**config.mk**
```make
export PLATFORM = sky130hd
export DESIGN_NAME = tagAllocator
export DESIGN_NICKNAME = d
export VERILOG_FILES = /design/src/logic/tagPkg.sv /design/src/logic/tagPickIf.sv /design/src/logic/tagAllocator.sv /design/src/logic/tagTable.sv /design/src/logic/freeTagPicker.sv /design/src/logic/laneRanker.sv
export SDC_FILE = /design/constraint.sdc
export NUM_CORES = 1
export LEC_CHECK = 0
export BUFFER_PORTS_ARGS = -buffer_cell sky130_fd_sc_hd__buf_2
export CORE_MARGIN = 2
export CORE_UTILIZATION = 60
export CTS_BUF_LIST = sky130_fd_sc_hd__clkbuf_4
export DETAILED_ROUTE_END_ITERATION = 16
export MAX_ROUTING_LAYER = met4
export PLACE_DENSITY = 0.8
export SLEW_MARGIN = 20
export SYNTH_ARGS = -nofsm -noshare
export SYNTH_HDL_FRONTEND = slang
export SYNTH_SLANG_ARGS = --single-unit
```
**constraint.sdc**
```tcl
create_clock -name clk_i -period 6.9 [get_ports clk_i]
set_input_delay 1.38 -clock clk_i [delete_from_list [all_inputs] [get_ports clk_i]]
set_output_delay 1.38 -clock clk_i [all_outputs]
set_load 0.03 [all_outputs]
```
**src/logic/tagPkg.sv**
```systemverilog
`default_nettype none

package tagPkg;

	// Pool and lane sizes.
	localparam int NUM_TAGS = 16;
	localparam int TAG_W = 4;
	localparam int NUM_LANES = 4;

	// A rank is the position of a lane among the requesting lanes.
	localparam int RANK_W = 2;

	// Counts run from 0 to NUM_LANES.
	localparam int CNT_W = 3;

	typedef logic [TAG_W-1:0] tagT;

	// A set bit marks a free tag.
	typedef logic [NUM_TAGS-1:0] tagMaskT;

	typedef logic [NUM_LANES-1:0] laneMaskT;

	typedef tagT [NUM_LANES-1:0] laneTagsT;

	typedef logic [NUM_LANES-1:0][RANK_W-1:0] laneRanksT;

	typedef logic [CNT_W-1:0] cntT;

endpackage

`default_nettype wire
```
**src/logic/tagPickIf.sv**
```systemverilog
`timescale 1ns/10ps
`default_nettype none

interface tagPickIf;
	import tagPkg::*;

	// Registered free mask, owned by the table.
	tagMaskT freeMask;

	// Lowest free tags, entry k holds the free tag of ordinal k.
	laneTagsT pickTags;

	// Bit k is set when at least k+1 tags are free.
	laneMaskT pickValid;

	modport tableSide (
		output freeMask,
		input pickTags,
		input pickValid
	);

	modport picker (
		input freeMask,
		output pickTags,
		output pickValid
	);

endinterface

`default_nettype wire

```
**src/logic/tagAllocator.sv**
```systemverilog
`timescale 1ns/10ps
`default_nettype none

module tagAllocator (
	input logic clk_i,
	input logic arstN_i,
	input tagPkg::laneMaskT reqValid_i,
	input logic relValid_i,
	input tagPkg::tagT relTag_i,
	output tagPkg::laneMaskT grantValid_o,
	output tagPkg::laneTagsT grantTag_o,
	output logic creditRet_o
);
	import tagPkg::*;

	laneRanksT laneRanks;
	cntT reqCount;

	// Free mask and picks between the table and the picker.
	tagPickIf pickIf ();

	laneRanker ranker_i (
		.reqValid_i(reqValid_i),
		.laneRanks_o(laneRanks),
		.reqCount_o(reqCount)
	);

	freeTagPicker picker_i (
		.pick_i(pickIf.picker)
	);

	tagTable table_i (
		.clk_i(clk_i),
		.arstN_i(arstN_i),
		.reqValid_i(reqValid_i),
		.laneRanks_i(laneRanks),
		.reqCount_i(reqCount),
		.relValid_i(relValid_i),
		.relTag_i(relTag_i),
		.pick_i(pickIf.tableSide),
		.grantValid_o(grantValid_o),
		.grantTag_o(grantTag_o),
		.creditRet_o(creditRet_o)
	);

endmodule

`default_nettype wire

```
**src/logic/tagTable.sv**
```systemverilog
`timescale 1ns/10ps
`default_nettype none

module tagTable (
	input logic clk_i,
	input logic arstN_i,
	input tagPkg::laneMaskT reqValid_i,
	input tagPkg::laneRanksT laneRanks_i,
	input tagPkg::cntT reqCount_i,
	input logic relValid_i,
	input tagPkg::tagT relTag_i,
	tagPickIf.tableSide pick_i,
	output tagPkg::laneMaskT grantValid_o,
	output tagPkg::laneTagsT grantTag_o,
	output logic creditRet_o
);
	import tagPkg::*;

	tagMaskT freeQ;
	tagMaskT freeNext;
	tagMaskT clrMask;
	tagMaskT setMask;
	laneTagsT laneTags;

	assign pick_i.freeMask = freeQ;

	// Each lane takes the pick whose ordinal equals its rank.
	always_comb begin
		for (int l = 0; l < NUM_LANES; l++) begin
			laneTags[l] = pick_i.pickTags[laneRanks_i[l]];
		end
	end

	// Tags granted this cycle leave the pool.
	always_comb begin
		clrMask = '0;
		for (int l = 0; l < NUM_LANES; l++) begin
			if (reqValid_i[l]) begin
				clrMask[laneTags[l]] = 1'b1;
			end
		end
	end

	always_comb begin
		setMask = '0;
		if (relValid_i) begin
			setMask[relTag_i] = 1'b1;
		end
	end

	// A released tag is allocated, so it never collides with a grant.
	assign freeNext = (freeQ & ~clrMask) | setMask;

	always_ff @(posedge clk_i or negedge arstN_i) begin
		if (!arstN_i) begin
			freeQ <= '1;
			grantValid_o <= '0;
			creditRet_o <= 1'b0;
		end else begin
			freeQ <= freeNext;
			grantValid_o <= reqValid_i;
			creditRet_o <= relValid_i;
		end
	end

	// Tag payload only loads on lanes that are granted.
	always_ff @(posedge clk_i) begin
		for (int l = 0; l < NUM_LANES; l++) begin
			if (reqValid_i[l]) begin
				grantTag_o[l] <= laneTags[l];
			end
		end
	end

	// Credit flow control keeps requests within the free pool.
	property pReqWithinFree;
		@(posedge clk_i) disable iff (!arstN_i)
			reqCount_i <= cntT'($countones(pick_i.pickValid));
	endproperty
	aReqWithinFree: assert property (pReqWithinFree)
		else $error("request count %0d exceeds free tags", reqCount_i);

	// Only an allocated tag may come back.
	property pRelAllocated;
		@(posedge clk_i) disable iff (!arstN_i)
			relValid_i |-> !freeQ[relTag_i];
	endproperty
	aRelAllocated: assert property (pRelAllocated)
		else $error("release of free tag %0d", relTag_i);

endmodule

`default_nettype wire

```
**src/logic/freeTagPicker.sv**
```systemverilog
`timescale 1ns/10ps
`default_nettype none

module freeTagPicker (
	tagPickIf.picker pick_i
);
	import tagPkg::*;

	// Lowest set bit of a nibble; all zero gives 3.
	function automatic logic [1:0] lowFirst4(input logic [3:0] bits);
		logic [1:0] idx;
		if (bits[0])
			idx = 2'd0;
		else if (bits[1])
			idx = 2'd1;
		else if (bits[2])
			idx = 2'd2;
		else
			idx = 2'd3;
		return idx;
	endfunction

	// Two level search: first the lowest nibble with a free bit, then inside it.
	function automatic tagT lowFirst16(input tagMaskT mask);
		logic [3:0] nibAny;
		logic [1:0] nibSel;
		logic [3:0] nib;
		for (int n = 0; n < 4; n++) begin
			nibAny[n] = |mask[4*n +: 4];
		end
		nibSel = lowFirst4(nibAny);
		nib = mask[{nibSel, 2'b00} +: 4];
		return {nibSel, lowFirst4(nib)};
	endfunction

	function automatic logic [3:0] decode4(input logic [1:0] sel);
		logic [3:0] hot;
		case (sel)
			2'd0: hot = 4'b0001;
			2'd1: hot = 4'b0010;
			2'd2: hot = 4'b0100;
			default: hot = 4'b1000;
		endcase
		return hot;
	endfunction

	// One-hot decode of a tag, built from two 2-to-4 decodes.
	function automatic tagMaskT decode16(input tagT tag);
		logic [3:0] hiHot;
		logic [3:0] loHot;
		tagMaskT hot;
		hiHot = decode4(tag[3:2]);
		loHot = decode4(tag[1:0]);
		for (int n = 0; n < 4; n++) begin
			hot[4*n +: 4] = loHot & {4{hiHot[n]}};
		end
		return hot;
	endfunction

	// Mask left over in front of each search stage.
	tagMaskT stageMask [NUM_LANES];
	tagT stageTag [NUM_LANES];

	always_comb begin
		stageMask[0] = pick_i.freeMask;
		for (int k = 0; k < NUM_LANES; k++) begin
			stageTag[k] = lowFirst16(stageMask[k]);
			if (k < NUM_LANES - 1) begin
				// Clear the tag just found before the next search.
				stageMask[k+1] = stageMask[k] & ~decode16(stageTag[k]);
			end
		end
	end

	// An empty stage mask means the pool ran out before this ordinal.
	always_comb begin
		for (int k = 0; k < NUM_LANES; k++) begin
			pick_i.pickTags[k] = stageTag[k];
			pick_i.pickValid[k] = |stageMask[k];
		end
	end

endmodule

`default_nettype wire

```
**src/logic/laneRanker.sv**
```systemverilog
`timescale 1ns/10ps
`default_nettype none

module laneRanker (
	input tagPkg::laneMaskT reqValid_i,
	output tagPkg::laneRanksT laneRanks_o,
	output tagPkg::cntT reqCount_o
);
	import tagPkg::*;

	// Number of requesting lanes strictly below the given lane.
	function automatic cntT countBelow(input laneMaskT valid, input int lane);
		cntT cnt;
		cnt = '0;
		for (int l = 0; l < NUM_LANES; l++) begin
			if (l < lane && valid[l]) begin
				cnt = cnt + cntT'(1);
			end
		end
		return cnt;
	endfunction

	cntT belowCnt [NUM_LANES];

	always_comb begin
		for (int l = 0; l < NUM_LANES; l++) begin
			belowCnt[l] = countBelow(reqValid_i, l);
		end
	end

	// A lane never has more than NUM_LANES-1 lanes below it, so the rank fits.
	always_comb begin
		for (int l = 0; l < NUM_LANES; l++) begin
			laneRanks_o[l] = belowCnt[l][RANK_W-1:0];
		end
	end

	// Total is the count below the top lane plus the top lane itself.
	always_comb begin
		reqCount_o = belowCnt[NUM_LANES-1] + cntT'(reqValid_i[NUM_LANES-1]);
	end

endmodule

`default_nettype wire

```
Word level (Yosys, flattened, before mapping)

Index checks and enable logic that the tools add are counted.

Add/subtract/negate cells: 2
Multiply operators: 0
Div/mod/pow operators: 0
Magnitude comparators: 13
Equal/unequal tests: 12
Shift-type cells: 4
Muxes and demuxes: 54
Bitwise operators: 24
Reduce and logical (&&, ||, !) cells: 23

Operators with widths:

| operator              | number |
|---|---|
| $mux W16              | 5 |
| $pmux W4 S3           | 6 |
| $and A16 B16 Y16      | 4 |
| $not A16 Y16          | 4 |
| $or A16 B16 Y16       | 4 |
| $shiftx A16 B5 Y3     | 4 |
| $and A4 B4 Y4         | 12 |
| $reduce_or A4 Y1      | 12 |
| $mux W2               | 18 |
| $lt A4 B5 Y1 const B  | 5 |
| $bmux W4 S2           | 3 |
| $demux W1 S4          | 5 |
| $ge A4 B1 Y1 const B  | 5 |
| $mux W1               | 14 |
| $eq A2 B1 Y1 const B  | 6 |
| $eq A2 B2 Y1 const B  | 6 |
| $logic_not A2 Y1      | 6 |
| $mux W4               | 3 |
| $lt A2 B3 Y1 const B  | 2 |
| $logic_and A1 B1 Y1   | 5 |
| $lt A1 B3 Y1 const B  | 1 |
| $add A1 B1 Y2 const B | 1 |
| $add A2 B1 Y2 const B | 1 |

Register bits after elaboration: 37
Latch bits: 0
Memory bits (writable): 0
Bits in read-only memories: 0
Output and inout bits: 21
Word-level logic and storage cells: 139
Memories kept: 0

Depth between registers and ports, before layout

Word-level depth: 62
Depth in mapped cells: 23
Depth with buffers taken out: 17

Hierarchy

A second synthesis with hierarchy kept.

Cells, all modules: 458
Area, all modules: 3983.8 um^2

By module, submodules not included:

| module        | times used | cells each | area an instance (um^2) | sequential area each (um^2) |
|---|---|---|---|---|
| tagTable      | 1          | 205        | 2344.7                  | 1026.0 |
| freeTagPicker | 1          | 237        | 1516.5                  | 0.0 |
| laneRanker    | 1          | 16         | 122.6                   | 0.0 |

Worst setup path before layout

OpenSTA, ideal clock, no wires.

Path type: reg-to-reg
Start: reg table_i.freeQ[4], in the netlist table_i.pick_i.freeMask[4]
End: reg table_i.freeQ[13], in the netlist table_i.pick_i.freeMask[13]
Setup time: 69 ps
Arrival: 5551 ps
Data required time: 6831 ps
Slack: 1280 ps
Cell stages (with the launch flop): 22
Buffers on the path: 5
Path through: dfstp_2 -> buf_2 -> or4_4 -> or4_1 -> buf_2 -> and2_1 -> buf_6 -> o41a_1 -> or3_1 -> buf_2 -> o31ai_4 -> o21a_1 -> buf_6 -> a21o_1 -> nand4_4 -> or3_1 -> a311o_1 -> a222oi_1 -> o21a_2 -> inv_4 -> a31o_1 -> o21ai_2

RTL lines:

| item                   | line           | source |
|---|---|---|
| from (decl)            | tagTable.sv:19 | `tagMaskT freeQ;` |
| from (signal assigned) | tagTable.sv:60 | `freeQ <= freeNext;` |

==> key figures <==
Final layout
  – Number of antenna repair diodes: 0
  – Area occupied by multi-input gates: 2340 sq um
  – Reg area: 1000 sq um
  – Layout cells sized above 1: 20.3%
  – Fin util: 67.2%
  – # fillers: 475
  – Nets@finish: 461
  – Layout area overhead: 7.16%

Detailed routing
  – Avg WL per Cell: 23.1 um
  – Vias per inst: 7.66
  – Routed Wire Length: 12000 um
  – Vias: 3993
  – Detailed Route Iter0 Violations: 886
  – DRT Pass-1 Iters: 6
  – # DRC: 0
  – Post-route ant nets: 0

CTS
  – Depth of the CTS H-tree: 2
  – Clk_lat worst skew: 0.34 ns
  – CTS Buffer Depth: 2
  – CTS buffer count: 5
  – CTS tree: built
  – Root buffer cell: clkbuf_4
  – Sinks on Clock Net: 36
  – Clock slew at reported path FFs: 0.11 ns
  – Post-CTS sizing: 0
  – # hold bufs at CTS: 0
  – Setup Buffers After CTS: 0

Global route
  – GR Layer Usage met2: 54.6%
  – Initial antenna violation count: 0
  – Met1 usage: 55.3%
  – Grt peak-use layer: met1
  – First-pass GRT wire length: 19200 um
  – GRT overflow: 0
  – Met3 Use GR: 12.7%
  – GRT Total Usage: 40.0%
  – Vias in the first global route: 3622
  – Largest net degree at the start of global routing: 21

Worst setup path
  – CP max stage cell: or4_1
  – Crit path largest cell delay: 0.69 ns
  – WP data arrival: 6.77 ns
  – Crit end category: flip-flop
  – Flop-to-flop setup slack: 0.41 ns
  – Critical Path Most Common Cell: or3_1
  – CP Launch Type: flip-flop
  – Crit-path max FO: 15
  – Crit-path cells: or4_4 -> or4_1 -> and2_1 -> o41a_1 -> or3_1 -> o31ai_4 -> o21a_2 -> a21oi_1 -> nor4_2 -> o211ai_2 -> a211oi_1 -> o221ai_1 -> nand3_1 -> o21ba_2 -> inv_2 -> or3_1 -> a32o_1
  – Crit Path Category: reg -> reg
  – Critical path required time: 7.18 ns

Synthesis
  – Async set-or-reset flop fraction in the synthesized netlist: 55.6%
  – Distinct cell type count of the synthesized netlist: 85
  – Syn Inst Count: 423
  – Total number of yosys warnings: 0
  – Register area share after synthesis: 28.6%
  – Post-synth EDFFs: 16
  – Synthesized area: 3490 sq um
  – Main synth FF type: edfxtp_1
  – Syn avg cell area: 8.26 sq um
  – FF+latch count, synth: 36
  – Syn_nets: 436

STA
  – Final worst-path cycle share: 94.1%
  – Clock period minus worst slack: 6.49 ns
  – # setup viols final: 0
  – Final Slew Violations: 0
  – Max Fclk: 0.154 GHz
  – Actual slew at the worst max-slew pin: 0.979 ns
  – Unrepaired setup endpoints after global routing: false
  – Total Neg Setup Slack: 0 ns
  – Final hold vios: 0
  – Max_slew headroom: 34.1%
  – Clk_skew: 0.00457 ns

Floorplan
  – Initial Util: 62.7%
  – Die X: 80.3 um
  – Core ar.: 5570 sq um
  – Die area: 6450 sq um
  – Num ports: 32
  – Row count: 27
  – Die height: 80.3 um

Placement
  – DP Wirelength: 9080 um
  – GP Congestion: 1.08
  – Port Buf Inserts: 31

Status
  – Status: finished clean

Worst hold path
  – Worst min path class: reg -> reg

Run
  – MaxCap Viol Count: 0
==> worst max-delay path: cells and delay by family (launching register included) <==
family | cells | cell delay (ns)
flops | 1 | 0.44
buf+inv | 1 | 0.12
simple gates | 7 | 3.23
compound gates | 9 | 2.64
==> flip-flops by register name, summed over array words and instances (netlist names) <==
register and flops:
table_i.grantTag_o 16, table_i.pick_i.freeMask 15, table_i.grantValid_o 4, table_i.creditRet_o 1
==> synth_stat cells, types with 6 or more instances <==
library cell / n / area share, %
nor2_1: 35 / 3.8
or3_1: 6 / 1.1
o22ai_1: 7 / 1.3
a21o_1: 9 / 1.9
a21boi_0: 6 / 1.3
nand2_1: 36 / 3.9
edfxtp_1: 16 / 14
a21oi_1: 31 / 4.4
inv_1: 10 / 1.1
nor3_1: 21 / 3.0
o21ai_0: 15 / 2.1
clkbuf_1: 12 / 1.3
dfstp_2: 15 / 11
o31ai_1: 8 / 1.7
a31oi_1: 12 / 2.1
o211ai_1: 8 / 1.7
nand3_1: 19 / 2.7
nand2b_1: 10 / 1.8
o221ai_1: 12 / 3.0
==> per-layer routing <==
layer,vias to the layer above,share of wire [%]
met5,-,0
met4,0,3.7
met3,56,15
met2,382,41
met1,1816,40
li1,1739,-
==> metrics by stage <==
stage | setup slack (ns) | cell area [sq um] | hold WS, ns | cells
after detailed placement | 0.490 | 3680 | 0.605 | 513
after global routing | 0.107 | 3740 | 0.652 | 521
after global placement | 0.393 | 3680 | 0.596 | 513
final | 0.407 | 3740 | 0.647 | 521
after floorplan | 1.28 | 3490 | 0.508 | 423
after CTS | 0.446 | 3740 | 0.620 | 521
==> logic make-up (layout without fill, tap and decap cells) <==
logic type | count (synthesis) | in the layout | synth area share (%)
buf+inv | 32 | 58 | 4.30
xor+xnor | 2 | 2 | 0.502
flops | 36 | 36 | 28.6
simple gates | 164 | 164 | 25.1
compound gates | 182 | 182 | 38.9
mux | 3 | 3 | 1.25
fa+ha+maj | 4 | 4 | 1.33
==> cells in the final DEF (no fill, tap or decap), drive strengths merged, types with 6 or more instances in the layout <==
master   n
nor3    21
o221ai  12
inv     13
o31ai    9
clkbuf   7
or3      6
o21ai   22
a21oi   31
buf     37
edfxtp  16
nor2    35
o211ai   9
dfstp   15
o22ai    8
o21a     7
nand3   19
nand2   36
a21boi   7
a31o     6
nand2b  10
a31oi   13
a21o     9
==> path summary, 6_finish.rpt <==
path / startpoint / cells past startpoint / endpoint
setup / recovery: table_i.pick_i.freeMask[2] / 17 / table_i.pick_i.freeMask[5]
hold / removal: table_i.pick_i.freeMask[14] / 2 / table_i.pick_i.freeMask[14]
setup reg to reg: table_i.pick_i.freeMask[2] / 17 / table_i.pick_i.freeMask[5]
hold reg to reg: table_i.pick_i.freeMask[14] / 2 / table_i.pick_i.freeMask[14]
max in group asynchronous: arstN_i / 1 / table_i.pick_i.freeMask[11]
min in group asynchronous: arstN_i / 1 / table_i.grantValid_o[3]
==> area by class of cell <==
type / count / area share, %
clock buffers: 7 / 1.40
clock inverters: 1 / 0.134
inverters: 13 / 1.37
flip-flops and latches: 36 / 26.7
repair buffers: 37 / 5.35
multi-input cells: 355 / 62.6
well taps: 72 / 2.41
Power is left out: the tool's default activity adds up to more than one toggle a clock period on the data nets, which glitch-free logic cannot reach.
